## config.mk

```make
export PLATFORM = sky130hd
export DESIGN_NAME = lc3b_core
export DESIGN_NICKNAME = d
export VERILOG_FILES = /design/src/hw/lc3b_pkg.sv /design/src/hw/lc3b_pipe_if.sv /design/src/hw/lc3b_core.sv /design/src/hw/lc3b_decode.sv /design/src/hw/lc3b_execute.sv /design/src/hw/lc3b_fetch.sv /design/src/hw/lc3b_memwb.sv /design/src/hw/lc3b_pipe_ctrl.sv
export SDC_FILE = /design/constraint.sdc
export NUM_CORES = 1
export LEC_CHECK = 0
export ABC_AREA = 0
export BUFFER_PORTS_ARGS = -buffer_cell sky130_fd_sc_hd__buf_2
export CELL_PAD_IN_SITES_DETAIL_PLACEMENT = 0
export CELL_PAD_IN_SITES_GLOBAL_PLACEMENT = 1
export CORE_MARGIN = 10
export CORE_UTILIZATION = 54
export CTS_CLUSTER_DIAMETER = 200
export DETAILED_ROUTE_END_ITERATION = 10
export PLACE_DENSITY = 0.85
export SYNTH_ARGS = -nofsm -noshare
export SYNTH_HDL_FRONTEND = slang
export SYNTH_SLANG_ARGS = --single-unit
```

## constraint.sdc

```tcl
create_clock -name clk -period 12.9 [get_ports clk]
set_input_delay 0.645 -clock clk [delete_from_list [all_inputs] [get_ports clk]]
set_output_delay 0.645 -clock clk [all_outputs]
set_load 0.05 [all_outputs]
```

## src/hw/lc3b_pkg.sv

```systemverilog
//~~~~~~~~~~~~~~~~~~~~~~~~~~~~~~~~~~~~~~~~~~~~~~~~~~~~~~~~~~
// LC-3b core package
// Word types, instruction formats, opcodes and decoded control
//~~~~~~~~~~~~~~~~~~~~~~~~~~~~~~~~~~~~~~~~~~~~~~~~~~~~~~~~~~
package lc3b_pkg;

	typedef logic [15:0] lc3b_word;
	typedef logic [2:0] lc3b_reg;
	typedef logic [2:0] lc3b_nzp;

	typedef enum logic [3:0]
	{
		op_br  = 4'b0000,
		op_add = 4'b0001,
		op_and = 4'b0101,
		op_ldr = 4'b0110,
		op_str = 4'b0111,
		op_not = 4'b1001,
		op_lea = 4'b1110
	} lc3b_opcode;

	// Operate, LDR and STR share one layout, BR and LEA the other
	typedef union packed
	{
		struct packed
		{
			lc3b_opcode opcode;
			lc3b_reg dr;
			lc3b_reg sr1;
			logic imm_flag;
			logic [4:0] imm5;
		} op_fmt;
		struct packed
		{
			lc3b_opcode opcode;
			lc3b_nzp nzp;
			logic [8:0] offset9;
		} br_fmt;
	} lc3b_instr;

	typedef enum logic [1:0]
	{
		alu_add,
		alu_and,
		alu_not,
		alu_pass
	} lc3b_aluop;

	// All zero means a bubble
	typedef struct packed
	{
		lc3b_aluop aluop;
		logic use_imm;
		logic load_reg;
		logic load_cc;
		logic is_load;
		logic is_store;
		logic is_branch;
		logic is_lea;
		logic sr1_needed;
		logic sr2_needed;
	} lc3b_ctrl;

	localparam lc3b_word RESET_PC = 16'h0000;
	localparam int NUM_REGS = 8;
	// BR with an empty mask
	localparam lc3b_word NOP_WORD = 16'h0000;

	// Forwarding selects into execute
	localparam logic [1:0] FWD_RF = 2'd0;
	localparam logic [1:0] FWD_WB = 2'd1;
	localparam logic [1:0] FWD_MEM = 2'd2;

endpackage
```

## src/hw/lc3b_pipe_if.sv

```systemverilog
//~~~~~~~~~~~~~~~~~~~~~~~~~~~~~~~~~~~~~~~~~~~~~~~~~~~~~~~~~~
// LC-3b pipeline interfaces
// Writeback bus and per-stage status for hazards and forwarding
//~~~~~~~~~~~~~~~~~~~~~~~~~~~~~~~~~~~~~~~~~~~~~~~~~~~~~~~~~~
`timescale 1ns/10ps

interface wb_if import lc3b_pkg::*; ();
	logic wb_valid;
	logic wb_load_reg;
	lc3b_reg wb_dest;
	lc3b_word wb_data;

	modport src_mp (output wb_valid, output wb_load_reg, output wb_dest, output wb_data);
	modport decode_mp (input wb_valid, input wb_load_reg, input wb_dest, input wb_data);
	modport ctrl_mp (input wb_valid, input wb_load_reg, input wb_dest, input wb_data);
endinterface

interface stage_if import lc3b_pkg::*; ();
	logic valid;
	lc3b_reg dest;
	logic load_reg;
	logic is_load;
	lc3b_word result;

	modport src_mp (output valid, output dest, output load_reg, output is_load, output result);
	modport ctrl_mp (input valid, input dest, input load_reg, input is_load, input result);
endinterface

```

## src/hw/lc3b_core.sv

```systemverilog
//~~~~~~~~~~~~~~~~~~~~~~~~~~~~~~~~~~~~~~~~~~~~~~~~~~~~~~~~~~
// LC-3b five-stage core
// Stage datapaths and pipeline control with plain memory ports
//~~~~~~~~~~~~~~~~~~~~~~~~~~~~~~~~~~~~~~~~~~~~~~~~~~~~~~~~~~
`timescale 1ns/10ps

module lc3b_core import lc3b_pkg::*;
(
	input logic clk,
	input logic i_rst_n,
	output lc3b_word o_imem_addr,
	input lc3b_word i_imem_rdata,
	output lc3b_word o_dmem_addr,
	output logic o_dmem_read,
	input lc3b_word i_dmem_rdata,
	output logic o_dmem_write,
	output lc3b_word o_dmem_wdata
);

	logic stall;
	logic flush;
	logic br_taken;
	lc3b_word br_target;
	lc3b_instr ifid_instr;
	lc3b_word ifid_pc;
	logic ifid_valid;
	lc3b_reg id_src1;
	lc3b_reg id_src2;
	lc3b_ctrl id_ctrl;
	lc3b_ctrl idex_ctrl;
	lc3b_word idex_a;
	lc3b_word idex_b;
	lc3b_word idex_pc;
	lc3b_instr idex_instr;
	logic [1:0] fwd_a_sel;
	logic [1:0] fwd_b_sel;
	lc3b_ctrl exmem_ctrl;
	lc3b_word exmem_addr;
	lc3b_word exmem_store_data;
	lc3b_nzp exmem_nzp_mask;

	wb_if wb ();
	stage_if ex_st ();
	stage_if mem_st ();

	lc3b_fetch u_fetch
	(
		.clk, .i_rst_n,
		.i_stall(stall), .i_flush(flush),
		.i_br_taken(br_taken), .i_br_target(br_target),
		.i_imem_rdata, .o_imem_addr,
		.o_ifid_instr(ifid_instr), .o_ifid_pc(ifid_pc), .o_ifid_valid(ifid_valid)
	);

	lc3b_decode u_decode
	(
		.clk, .i_rst_n,
		.i_stall(stall), .i_flush(flush),
		.i_ifid_instr(ifid_instr), .i_ifid_pc(ifid_pc), .i_ifid_valid(ifid_valid),
		.wb(wb), .ex_st(ex_st),
		.o_id_src1(id_src1), .o_id_src2(id_src2), .o_id_ctrl(id_ctrl),
		.o_idex_ctrl(idex_ctrl), .o_idex_a(idex_a), .o_idex_b(idex_b),
		.o_idex_pc(idex_pc), .o_idex_instr(idex_instr)
	);

	lc3b_execute u_execute
	(
		.clk, .i_rst_n,
		.i_flush(flush), .i_fwd_a_sel(fwd_a_sel), .i_fwd_b_sel(fwd_b_sel),
		.i_idex_ctrl(idex_ctrl), .i_idex_a(idex_a), .i_idex_b(idex_b),
		.i_idex_pc(idex_pc), .i_idex_instr(idex_instr),
		.wb(wb), .mem_st(mem_st),
		.o_exmem_ctrl(exmem_ctrl), .o_exmem_addr(exmem_addr),
		.o_exmem_store_data(exmem_store_data), .o_exmem_nzp_mask(exmem_nzp_mask)
	);

	lc3b_memwb u_memwb
	(
		.clk, .i_rst_n,
		.i_exmem_ctrl(exmem_ctrl), .i_exmem_addr(exmem_addr),
		.i_exmem_store_data(exmem_store_data), .i_exmem_nzp_mask(exmem_nzp_mask),
		.mem_st(mem_st), .i_dmem_rdata,
		.o_dmem_addr, .o_dmem_wdata, .o_dmem_read, .o_dmem_write,
		.o_br_taken(br_taken), .o_br_target(br_target),
		.wb(wb)
	);

	lc3b_pipe_ctrl u_pipe_ctrl
	(
		.clk, .i_rst_n,
		.i_id_src1(id_src1), .i_id_src2(id_src2), .i_id_ctrl(id_ctrl),
		.ex_st(ex_st), .mem_st(mem_st), .wb(wb),
		.i_br_taken(br_taken),
		.o_stall(stall), .o_flush(flush),
		.o_fwd_a_sel(fwd_a_sel), .o_fwd_b_sel(fwd_b_sel)
	);

endmodule

```

## src/hw/lc3b_decode.sv

```systemverilog
//~~~~~~~~~~~~~~~~~~~~~~~~~~~~~~~~~~~~~~~~~~~~~~~~~~~~~~~~~~
// LC-3b decode stage
// Control decode, register file with write-through, ID/EX register
//~~~~~~~~~~~~~~~~~~~~~~~~~~~~~~~~~~~~~~~~~~~~~~~~~~~~~~~~~~
`timescale 1ns/10ps

module lc3b_decode import lc3b_pkg::*;
(
	input logic clk,
	input logic i_rst_n,
	input logic i_stall,
	input logic i_flush,
	input lc3b_instr i_ifid_instr,
	input lc3b_word i_ifid_pc,
	input logic i_ifid_valid,
	wb_if.decode_mp wb,
	stage_if.src_mp ex_st,
	output lc3b_reg o_id_src1,
	output lc3b_reg o_id_src2,
	output lc3b_ctrl o_id_ctrl,
	output lc3b_ctrl o_idex_ctrl,
	output lc3b_word o_idex_a,
	output lc3b_word o_idex_b,
	output lc3b_word o_idex_pc,
	output lc3b_instr o_idex_instr
);

	lc3b_word regs [NUM_REGS];
	lc3b_word rd_a;
	lc3b_word rd_b;
	logic wb_write;
	logic bubble;

	always_comb
	begin
		o_id_ctrl = '0;
		case (i_ifid_instr.op_fmt.opcode)
			op_add, op_and:
			begin
				o_id_ctrl.aluop = (i_ifid_instr.op_fmt.opcode == op_add) ? alu_add : alu_and;
				o_id_ctrl.use_imm = i_ifid_instr.op_fmt.imm_flag;
				o_id_ctrl.load_reg = 1'b1;
				o_id_ctrl.load_cc = 1'b1;
				o_id_ctrl.sr1_needed = 1'b1;
				o_id_ctrl.sr2_needed = !i_ifid_instr.op_fmt.imm_flag;
			end
			op_not:
			begin
				o_id_ctrl.aluop = alu_not;
				o_id_ctrl.load_reg = 1'b1;
				o_id_ctrl.load_cc = 1'b1;
				o_id_ctrl.sr1_needed = 1'b1;
			end
			op_lea:
			begin
				o_id_ctrl.aluop = alu_pass;
				o_id_ctrl.is_lea = 1'b1;
				o_id_ctrl.load_reg = 1'b1;
			end
			op_ldr:
			begin
				o_id_ctrl.is_load = 1'b1;
				o_id_ctrl.load_reg = 1'b1;
				o_id_ctrl.load_cc = 1'b1;
				o_id_ctrl.sr1_needed = 1'b1;
			end
			op_str:
			begin
				o_id_ctrl.is_store = 1'b1;
				o_id_ctrl.sr1_needed = 1'b1;
				o_id_ctrl.sr2_needed = 1'b1;
			end
			// An empty mask is a no-op and travels as a bubble
			op_br: o_id_ctrl.is_branch = |i_ifid_instr.br_fmt.nzp;
			default: o_id_ctrl = '0;
		endcase
		if (!i_ifid_valid)
			o_id_ctrl = '0;
	end

	// STR reads its source data through the dr field
	assign o_id_src1 = i_ifid_instr.op_fmt.sr1;
	assign o_id_src2 = o_id_ctrl.is_store ? i_ifid_instr.op_fmt.dr : i_ifid_instr.op_fmt.imm5[2:0];

	assign wb_write = wb.wb_valid & wb.wb_load_reg;

	always_ff @(posedge clk)
	begin
		if (wb_write)
			regs[wb.wb_dest] <= wb.wb_data;
	end

	assign rd_a = (wb_write && wb.wb_dest == o_id_src1) ? wb.wb_data : regs[o_id_src1];
	assign rd_b = (wb_write && wb.wb_dest == o_id_src2) ? wb.wb_data : regs[o_id_src2];

	assign bubble = i_stall | i_flush;

	always_ff @(posedge clk or negedge i_rst_n)
	begin
		if (!i_rst_n)
			o_idex_ctrl <= '0;
		else if (bubble)
			o_idex_ctrl <= '0;
		else
			o_idex_ctrl <= o_id_ctrl;
	end

	always_ff @(posedge clk)
	begin
		o_idex_a <= rd_a;
		o_idex_b <= rd_b;
		o_idex_pc <= i_ifid_pc;
		o_idex_instr <= bubble ? NOP_WORD : i_ifid_instr;
	end

	assign ex_st.valid = |o_idex_ctrl;
	assign ex_st.dest = o_idex_instr.op_fmt.dr;
	assign ex_st.load_reg = o_idex_ctrl.load_reg;
	assign ex_st.is_load = o_idex_ctrl.is_load;
	// Nothing computed yet in this stage
	assign ex_st.result = '0;

endmodule

```

## src/hw/lc3b_execute.sv

```systemverilog
//~~~~~~~~~~~~~~~~~~~~~~~~~~~~~~~~~~~~~~~~~~~~~~~~~~~~~~~~~~
// LC-3b execute stage
// Operand forwarding, ALU, address adder and the EX/MEM register
//~~~~~~~~~~~~~~~~~~~~~~~~~~~~~~~~~~~~~~~~~~~~~~~~~~~~~~~~~~
`timescale 1ns/10ps

module lc3b_execute import lc3b_pkg::*;
(
	input logic clk,
	input logic i_rst_n,
	input logic i_flush,
	input logic [1:0] i_fwd_a_sel,
	input logic [1:0] i_fwd_b_sel,
	input lc3b_ctrl i_idex_ctrl,
	input lc3b_word i_idex_a,
	input lc3b_word i_idex_b,
	input lc3b_word i_idex_pc,
	input lc3b_instr i_idex_instr,
	wb_if.ctrl_mp wb,
	stage_if.src_mp mem_st,
	output lc3b_ctrl o_exmem_ctrl,
	output lc3b_word o_exmem_addr,
	output lc3b_word o_exmem_store_data,
	output lc3b_nzp o_exmem_nzp_mask
);

	lc3b_word a_fwd;
	lc3b_word b_fwd;
	lc3b_word alu_b;
	lc3b_word alu_out;
	lc3b_word sext5;
	lc3b_word off6;
	lc3b_word off9;
	lc3b_word addr;
	lc3b_word exmem_result;
	lc3b_reg exmem_dest;
	logic pc_rel;

	function automatic lc3b_word fwd_mux(input logic [1:0] sel, input lc3b_word rf,
		input lc3b_word mem_val, input lc3b_word wb_val);
		case (sel)
			FWD_MEM: return mem_val;
			FWD_WB: return wb_val;
			default: return rf;
		endcase
	endfunction

	assign a_fwd = fwd_mux(i_fwd_a_sel, i_idex_a, mem_st.result, wb.wb_data);
	assign b_fwd = fwd_mux(i_fwd_b_sel, i_idex_b, mem_st.result, wb.wb_data);

	assign sext5 = {{11{i_idex_instr.op_fmt.imm5[4]}}, i_idex_instr.op_fmt.imm5};
	assign off6 = {{9{i_idex_instr.op_fmt.imm_flag}}, i_idex_instr.op_fmt.imm_flag,
		i_idex_instr.op_fmt.imm5, 1'b0};
	assign off9 = {{6{i_idex_instr.br_fmt.offset9[8]}}, i_idex_instr.br_fmt.offset9, 1'b0};

	// LEA and BR are relative to PC+2
	assign pc_rel = i_idex_ctrl.is_lea | i_idex_ctrl.is_branch;
	assign addr = pc_rel ? (i_idex_pc + off9) : (a_fwd + off6);

	assign alu_b = i_idex_ctrl.use_imm ? sext5 : b_fwd;

	always_comb
	begin
		case (i_idex_ctrl.aluop)
			alu_add: alu_out = a_fwd + alu_b;
			alu_and: alu_out = a_fwd & alu_b;
			alu_not: alu_out = ~a_fwd;
			default: alu_out = addr;
		endcase
	end

	always_ff @(posedge clk or negedge i_rst_n)
	begin
		if (!i_rst_n)
			o_exmem_ctrl <= '0;
		else if (i_flush)
			o_exmem_ctrl <= '0;
		else
			o_exmem_ctrl <= i_idex_ctrl;
	end

	always_ff @(posedge clk)
	begin
		o_exmem_addr <= addr;
		o_exmem_store_data <= b_fwd;
		o_exmem_nzp_mask <= i_idex_instr.br_fmt.nzp;
		exmem_result <= alu_out;
		exmem_dest <= i_idex_instr.op_fmt.dr;
	end

	assign mem_st.valid = |o_exmem_ctrl;
	assign mem_st.dest = exmem_dest;
	assign mem_st.load_reg = o_exmem_ctrl.load_reg;
	assign mem_st.is_load = o_exmem_ctrl.is_load;
	assign mem_st.result = exmem_result;

endmodule

```

## src/hw/lc3b_fetch.sv

```systemverilog
//~~~~~~~~~~~~~~~~~~~~~~~~~~~~~~~~~~~~~~~~~~~~~~~~~~~~~~~~~~
// LC-3b fetch stage
// Program counter with branch redirect and the IF/ID register
//~~~~~~~~~~~~~~~~~~~~~~~~~~~~~~~~~~~~~~~~~~~~~~~~~~~~~~~~~~
`timescale 1ns/10ps

module lc3b_fetch import lc3b_pkg::*;
(
	input logic clk,
	input logic i_rst_n,
	input logic i_stall,
	input logic i_flush,
	input logic i_br_taken,
	input lc3b_word i_br_target,
	input lc3b_word i_imem_rdata,
	output lc3b_word o_imem_addr,
	output lc3b_instr o_ifid_instr,
	output lc3b_word o_ifid_pc,
	output logic o_ifid_valid
);

	lc3b_word pc;
	lc3b_word pc_plus2;

	assign pc_plus2 = pc + 16'd2;
	assign o_imem_addr = pc;

	always_ff @(posedge clk or negedge i_rst_n)
	begin
		if (!i_rst_n)
			pc <= RESET_PC;
		else if (i_br_taken)
			pc <= i_br_target;
		else if (!i_stall)
			pc <= pc_plus2;
	end

	always_ff @(posedge clk or negedge i_rst_n)
	begin
		if (!i_rst_n)
			o_ifid_valid <= 1'b0;
		else if (i_flush)
			o_ifid_valid <= 1'b0;
		else if (!i_stall)
			o_ifid_valid <= 1'b1;
	end

	always_ff @(posedge clk)
	begin
		if (i_flush)
			o_ifid_instr <= NOP_WORD;
		else if (!i_stall)
		begin
			o_ifid_instr <= i_imem_rdata;
			o_ifid_pc <= pc_plus2;
		end
	end

endmodule

```

## src/hw/lc3b_memwb.sv

```systemverilog
//~~~~~~~~~~~~~~~~~~~~~~~~~~~~~~~~~~~~~~~~~~~~~~~~~~~~~~~~~~
// LC-3b memory and writeback stages
// Data access, branch decision, condition codes, MEM/WB register
//~~~~~~~~~~~~~~~~~~~~~~~~~~~~~~~~~~~~~~~~~~~~~~~~~~~~~~~~~~
`timescale 1ns/10ps

module lc3b_memwb import lc3b_pkg::*;
(
	input logic clk,
	input logic i_rst_n,
	input lc3b_ctrl i_exmem_ctrl,
	input lc3b_word i_exmem_addr,
	input lc3b_word i_exmem_store_data,
	input lc3b_nzp i_exmem_nzp_mask,
	stage_if.ctrl_mp mem_st,
	input lc3b_word i_dmem_rdata,
	output lc3b_word o_dmem_addr,
	output lc3b_word o_dmem_wdata,
	output logic o_dmem_read,
	output logic o_dmem_write,
	output logic o_br_taken,
	output lc3b_word o_br_target,
	wb_if.src_mp wb
);

	logic wb_valid_q;
	logic wb_load_reg_q;
	logic wb_load_cc_q;
	lc3b_reg wb_dest_q;
	lc3b_word wb_data_q;
	lc3b_nzp cc;
	lc3b_nzp wb_nzp;
	lc3b_nzp cc_eff;

	assign o_dmem_addr = i_exmem_addr;
	assign o_dmem_wdata = i_exmem_store_data;
	assign o_dmem_read = i_exmem_ctrl.is_load;
	assign o_dmem_write = i_exmem_ctrl.is_store;

	assign wb_nzp = {wb_data_q[15], wb_data_q == 16'h0000, !wb_data_q[15] && wb_data_q != 16'h0000};

	// cc written this edge is seen by the branch now in MEM
	assign cc_eff = (wb_valid_q && wb_load_cc_q) ? wb_nzp : cc;
	assign o_br_taken = i_exmem_ctrl.is_branch & |(i_exmem_nzp_mask & cc_eff);
	assign o_br_target = i_exmem_addr;

	always_ff @(posedge clk or negedge i_rst_n)
	begin
		if (!i_rst_n)
		begin
			wb_valid_q <= 1'b0;
			wb_load_reg_q <= 1'b0;
			wb_load_cc_q <= 1'b0;
			cc <= 3'b010;
		end
		else
		begin
			wb_valid_q <= mem_st.valid;
			wb_load_reg_q <= i_exmem_ctrl.load_reg;
			wb_load_cc_q <= i_exmem_ctrl.load_cc;
			if (wb_valid_q && wb_load_cc_q)
				cc <= wb_nzp;
		end
	end

	always_ff @(posedge clk)
	begin
		wb_dest_q <= mem_st.dest;
		wb_data_q <= i_exmem_ctrl.is_load ? i_dmem_rdata : mem_st.result;
	end

	assign wb.wb_valid = wb_valid_q;
	assign wb.wb_load_reg = wb_load_reg_q;
	assign wb.wb_dest = wb_dest_q;
	assign wb.wb_data = wb_data_q;

endmodule

```

## src/hw/lc3b_pipe_ctrl.sv

```systemverilog
//~~~~~~~~~~~~~~~~~~~~~~~~~~~~~~~~~~~~~~~~~~~~~~~~~~~~~~~~~~
// LC-3b pipeline control
// Load-use stall, branch flush and forwarding selects
//~~~~~~~~~~~~~~~~~~~~~~~~~~~~~~~~~~~~~~~~~~~~~~~~~~~~~~~~~~
`timescale 1ns/10ps

module lc3b_pipe_ctrl import lc3b_pkg::*;
(
	input logic clk,
	input logic i_rst_n,
	input lc3b_reg i_id_src1,
	input lc3b_reg i_id_src2,
	input lc3b_ctrl i_id_ctrl,
	stage_if.ctrl_mp ex_st,
	stage_if.ctrl_mp mem_st,
	wb_if.ctrl_mp wb,
	input logic i_br_taken,
	output logic o_stall,
	output logic o_flush,
	output logic [1:0] o_fwd_a_sel,
	output logic [1:0] o_fwd_b_sel
);

	lc3b_reg ex_src1;
	lc3b_reg ex_src2;
	logic ex_need1;
	logic ex_need2;
	logic mem_wr;
	logic wb_wr;

	function automatic logic [1:0] pick_fwd(input logic need, input lc3b_reg src,
		input logic mem_hit_en, input lc3b_reg mem_dest, input logic wb_hit_en,
		input lc3b_reg wb_dest);
		if (need && mem_hit_en && mem_dest == src)
			return FWD_MEM;
		else if (need && wb_hit_en && wb_dest == src)
			return FWD_WB;
		else
			return FWD_RF;
	endfunction

	assign o_stall = ex_st.valid & ex_st.is_load &
		((i_id_ctrl.sr1_needed & (ex_st.dest == i_id_src1)) |
		(i_id_ctrl.sr2_needed & (ex_st.dest == i_id_src2)));

	assign o_flush = i_br_taken;

	// Sources of the instruction now in ID/EX
	always_ff @(posedge clk or negedge i_rst_n)
	begin
		if (!i_rst_n)
		begin
			ex_need1 <= 1'b0;
			ex_need2 <= 1'b0;
		end
		else if (o_stall || o_flush)
		begin
			ex_need1 <= 1'b0;
			ex_need2 <= 1'b0;
		end
		else
		begin
			ex_need1 <= i_id_ctrl.sr1_needed;
			ex_need2 <= i_id_ctrl.sr2_needed;
		end
	end

	always_ff @(posedge clk)
	begin
		ex_src1 <= i_id_src1;
		ex_src2 <= i_id_src2;
	end

	// Load data is only taken from MEM/WB
	assign mem_wr = mem_st.valid & mem_st.load_reg & !mem_st.is_load;
	assign wb_wr = wb.wb_valid & wb.wb_load_reg;

	assign o_fwd_a_sel = pick_fwd(ex_need1, ex_src1, mem_wr, mem_st.dest, wb_wr, wb.wb_dest);
	assign o_fwd_b_sel = pick_fwd(ex_need2, ex_src2, mem_wr, mem_st.dest, wb_wr, wb.wb_dest);

endmodule

```

==> impl_metrics.py <==
metrics = {
    "yosys": {
        "syn-cell-area_um2": 15000,
        "yosys_warnings": 0,
        "ys_async_sr_fraction_pct": 14.6,
        "synth.avg_cell_area_um2": 12.2,
        "yosys.area.top_type": "edfxtp_1",
        "yosysTopAreaCellShare_pct": 28.9,
        "synth_edf_count": 144,
        "synth-main-ff-cell": "edfxtp_1",
        "ys_types": 75,
        "synth_fp_nets": 1311,
        "ys_ff_latch": 309,
        "synth.area.top_cells": "edfxtp_1, dfxtp_1, mux4_2, dfrtp_1, ha_1",
        "ys_seq_area_share_pct": 52.4,
        "synthCells": 1229,
    },
    "clock_network": {
        "cts.clk_slew.worst_paths_ns": 0.06,
        "cts-resized-gates": 0,
        "clockBufferDepth": 3,
        "cts-root-buf": "clkbuf_16",
        "ctsHtreeMaxLevel": 2,
        "cts_setup_buffers": 0,
        "clock_sinks": 309,
        "holdBufCountCts": 0,
        "numCtsBuffers": 35,
        "clock_latency_ns": 0.52,
        "cts_tree": "built",
    },
    "finish": {
        "nNetsFinal": 1384,
        "largest_reg_flops": 128,
        "regMostFlops": "u_decode.regs",
        "diodes": 0,
        "n_fill_cell": 2144,
        "synthToLayoutAreaGrowth_pct": 13.0,
        "drive_above_1_share_pct": 21.1,
    },
    "pwr": {
        "p_sw_share_pct": 35.1,
        "p_total_w": 0.00354,
        "power_switching_w": 0.00124,
        "intPower_w": 0.00230,
        "p_comb_share_pct": 28.9,
        "clkPwrFrac_pct": 28.2,
        "cellPowerDensity_nw_per_um2": 209,
        "irDropWorstVdd_mv": 0.136,
        "leakage_nw": 6.52,
        "seqPwrFrac_pct": 42.9,
    },
    "sta": {
        "fin_crit_ns": 5.32,
        "tightest_slew_ns": 1.14,
        "post-route-period-util_pct": 41.3,
        "drv_slew": 0,
        "final-setup-viol-count": 0,
        "rsz0062_at_grt": "false",
        "fmax_mhz": 188,
        "fin_setup_tns_ns": 0,
        "max_slew_margin_pct": 23.6,
        "finalHoldViolCount": 0,
        "skew_ns": 0.0165,
    },
    "grt": {
        "overflow": 0,
        "grt_pass1_wl_mm": 57.4,
        "grt_usage_pct": 20.6,
        "antenna_found_initial": 1,
        "grt_pass1_vias": 9941,
        "grt_max_degree": 63,
    },
    "die": {
        "die_h_um": 187,
        "ios": 84,
        "initial_core_util_pct": 55.3,
        "std_cell_rows": 60,
        "dieWidth_um": 187,
        "core_area_um2": 27100,
        "dieArea_um2": 34800,
    },
    "critical_path": {
        "cp_max_fo": 34,
        "r2r_slack_ns": 7.58,
        "worst-setup-path-type": "flop to flop",
        "worstPathRequired_ns": 13.28,
        "endpoint_kind": "flop",
        "start_kind": "flop",
        "arrival_ns": 5.70,
        "r2r_start": "u_pipe_ctrl.ex_src1[0]",
        "worstReg2RegEnd": "u_execute.mem_st.result[15]",
        "reg2regPathDepth": 17,
    },
    "placed_design": {
        "portBuffers": 83,
        "place_hpwl_mm": 24.8,
        "gp_congestion": 0.856,
    },
    "detailed_routing": {
        "wire_per_inst_um": 21.1,
        "vias_per_cell": 5.83,
        "vias": 9925,
        "drc": 0,
        "ant_nets": 0,
        "dr.pass1.iters": 5,
        "routed_wl_mm": 35.9,
        "drt-initial-drc-count": 919,
    },
    "status": {
        "status": "complete, no violations",
    },
    "min_path": {
        "holdCritPathClass": "primary input to asynchronous set/reset pin",
    },
    "run": {
        "maxCapViolations": 0,
    },
}
## Yosys cell counts (all sizes together), types with 3 or more instances
cell type  instances
a211oi            12
a21boi             3
a21o               8
a21oi             56
a31oi              3
and2              14
and3               5
buf               29
clkbuf            34
dfrtp             44
dfxtp            120
edfxtp           144
fa                 3
ha                45
inv               33
mux2              23
mux2i             51
mux4              75
nand2            105
nand2b            10
nand3             21
nor2              90
nor2b             19
nor3              22
nor4              10
o211ai             4
o21a              30
o21ai             85
o21bai             4
o22ai              3
o31ai              4
or2                3
or3                9
or4                3
xnor2             43
xor2              32
## metrics by stage
stage	util [%]	hold WS, ns	area (µm²)	setup WS (ns)	instances
after floorplan	-	0.323	15000	8.55	1229
after global placement	58.2	0.325	15800	7.69	1637
after detailed placement	58.2	0.327	15800	7.63	1637
after CTS	62.5	0.339	16900	7.60	1701
after global routing	62.5	0.347	16900	7.05	1701
final	62.5	0.338	16900	7.58	1701
## how the worst max path moves through the flow
| stage | from | endpoint | cells past startpoint |
|---|---|---|---|
| after global placement | u_pipe_ctrl.ex_src1[0] | u_execute.mem_st.result[11] | 17 |
| final | u_pipe_ctrl.ex_src1[0] | u_execute.mem_st.result[15] | 17 |
| after floorplan | u_execute.mem_st.is_load | u_execute.mem_st.result[11] | 18 |
| after CTS | u_pipe_ctrl.ex_src1[0] | u_execute.mem_st.result[15] | 17 |
| after detailed placement | u_pipe_ctrl.ex_src1[0] | u_execute.mem_st.result[15] | 17 |
| after global routing | u_pipe_ctrl.ex_src1[0] | u_execute.mem_st.result[15] | 17 |
## logic make-up after synthesis
logic type	share of synthesized area [%]
and+or+nand+nor	10.0
DFF	52.4
AOI/OAI and AO/OA	9.68
muxes	16.4
buffers and inverters	2.95
xor gates and xnor gates	4.38
adders and majority gates	4.16
## routing by layer
metal  track usage (%)  vias to the layer above  part of all wire (%)
met1              29.1                     4869                    46
met2              32.4                      312                    47
li1                  -                     4699                     -
met3              2.91                       45                   5.4
met5                 0                        -                     0
met4              5.71                        0                   2.1
## layout make-up
type / count / area (µm²) / area share, %
Sequential cell: 309 / 7860 / 46.4
Clock buffer: 45 / 976 / 5.76
Timing Repair Buffer: 99 / 536 / 3.16
Multi-Input combinational cell: 823 / 6780 / 40.0
Inverter: 34 / 128 / 0.753
Tap cell: 372 / 465 / 2.75
Clock inverter: 19 / 199 / 1.17
## power groups by stage
stage          sequential (W)  combinational [W]  clock (W)
6_report              0.00152            0.00102   0.000999
3_5_place_dp          0.00153            0.00102          0
5_1_grt               0.00155            0.00112    0.00106
4_1_cts               0.00152            0.00102    0.00101
2_1_floorplan         0.00163           0.000617          0
3_3_place_gp          0.00153            0.00101          0
## placed cells by master (no fill, tap or decap), drive strengths merged, types with 3 or more instances in the layout
| cell type | count |
|---|---|
| edfxtp | 144 |
| dfxtp | 120 |
| nand2 | 105 |
| buf | 99 |
| nor2 | 90 |
| o21ai | 85 |
| mux4 | 75 |
| a21oi | 56 |
| mux2i | 51 |
| ha | 45 |
| clkbuf | 45 |
| dfrtp | 44 |
| xnor2 | 43 |
| inv | 34 |
| xor2 | 32 |
| o21a | 30 |
| mux2 | 23 |
| nor3 | 22 |
| nand3 | 21 |
| nor2b | 19 |
| and2 | 14 |
| a211oi | 12 |
| clkinv | 12 |
| nand2b | 10 |
| nor4 | 10 |
| or3 | 9 |
| a21o | 8 |
| and3 | 5 |
| o31ai | 4 |
| o211ai | 4 |
| o21bai | 4 |
| clkinvlp | 4 |
| or2 | 3 |
| o22ai | 3 |
| fa | 3 |
| bufinv | 3 |
| or4 | 3 |
| a31oi | 3 |
| a21boi | 3 |
## critical path: stages, from the launching register on
cell and delay [ns]:
dfxtp_2 0.32, buf_4 0.54, xor2_1 0.13, or4_1 0.97
nor2_1 0.29, a211oi_2 0.07, a21oi_1 0.28, inv_1 0.12
ha_1 0.24, fa_1 0.46, a211oi_1 0.27, o21bai_1 0.17
o21ai_0 0.34, o311ai_0 0.21, xnor2_1 0.29, o21ai_0 0.12
a221oi_1 0.26, a32oi_1 0.08
No activity file was read; power rests on OpenSTA's default activity.
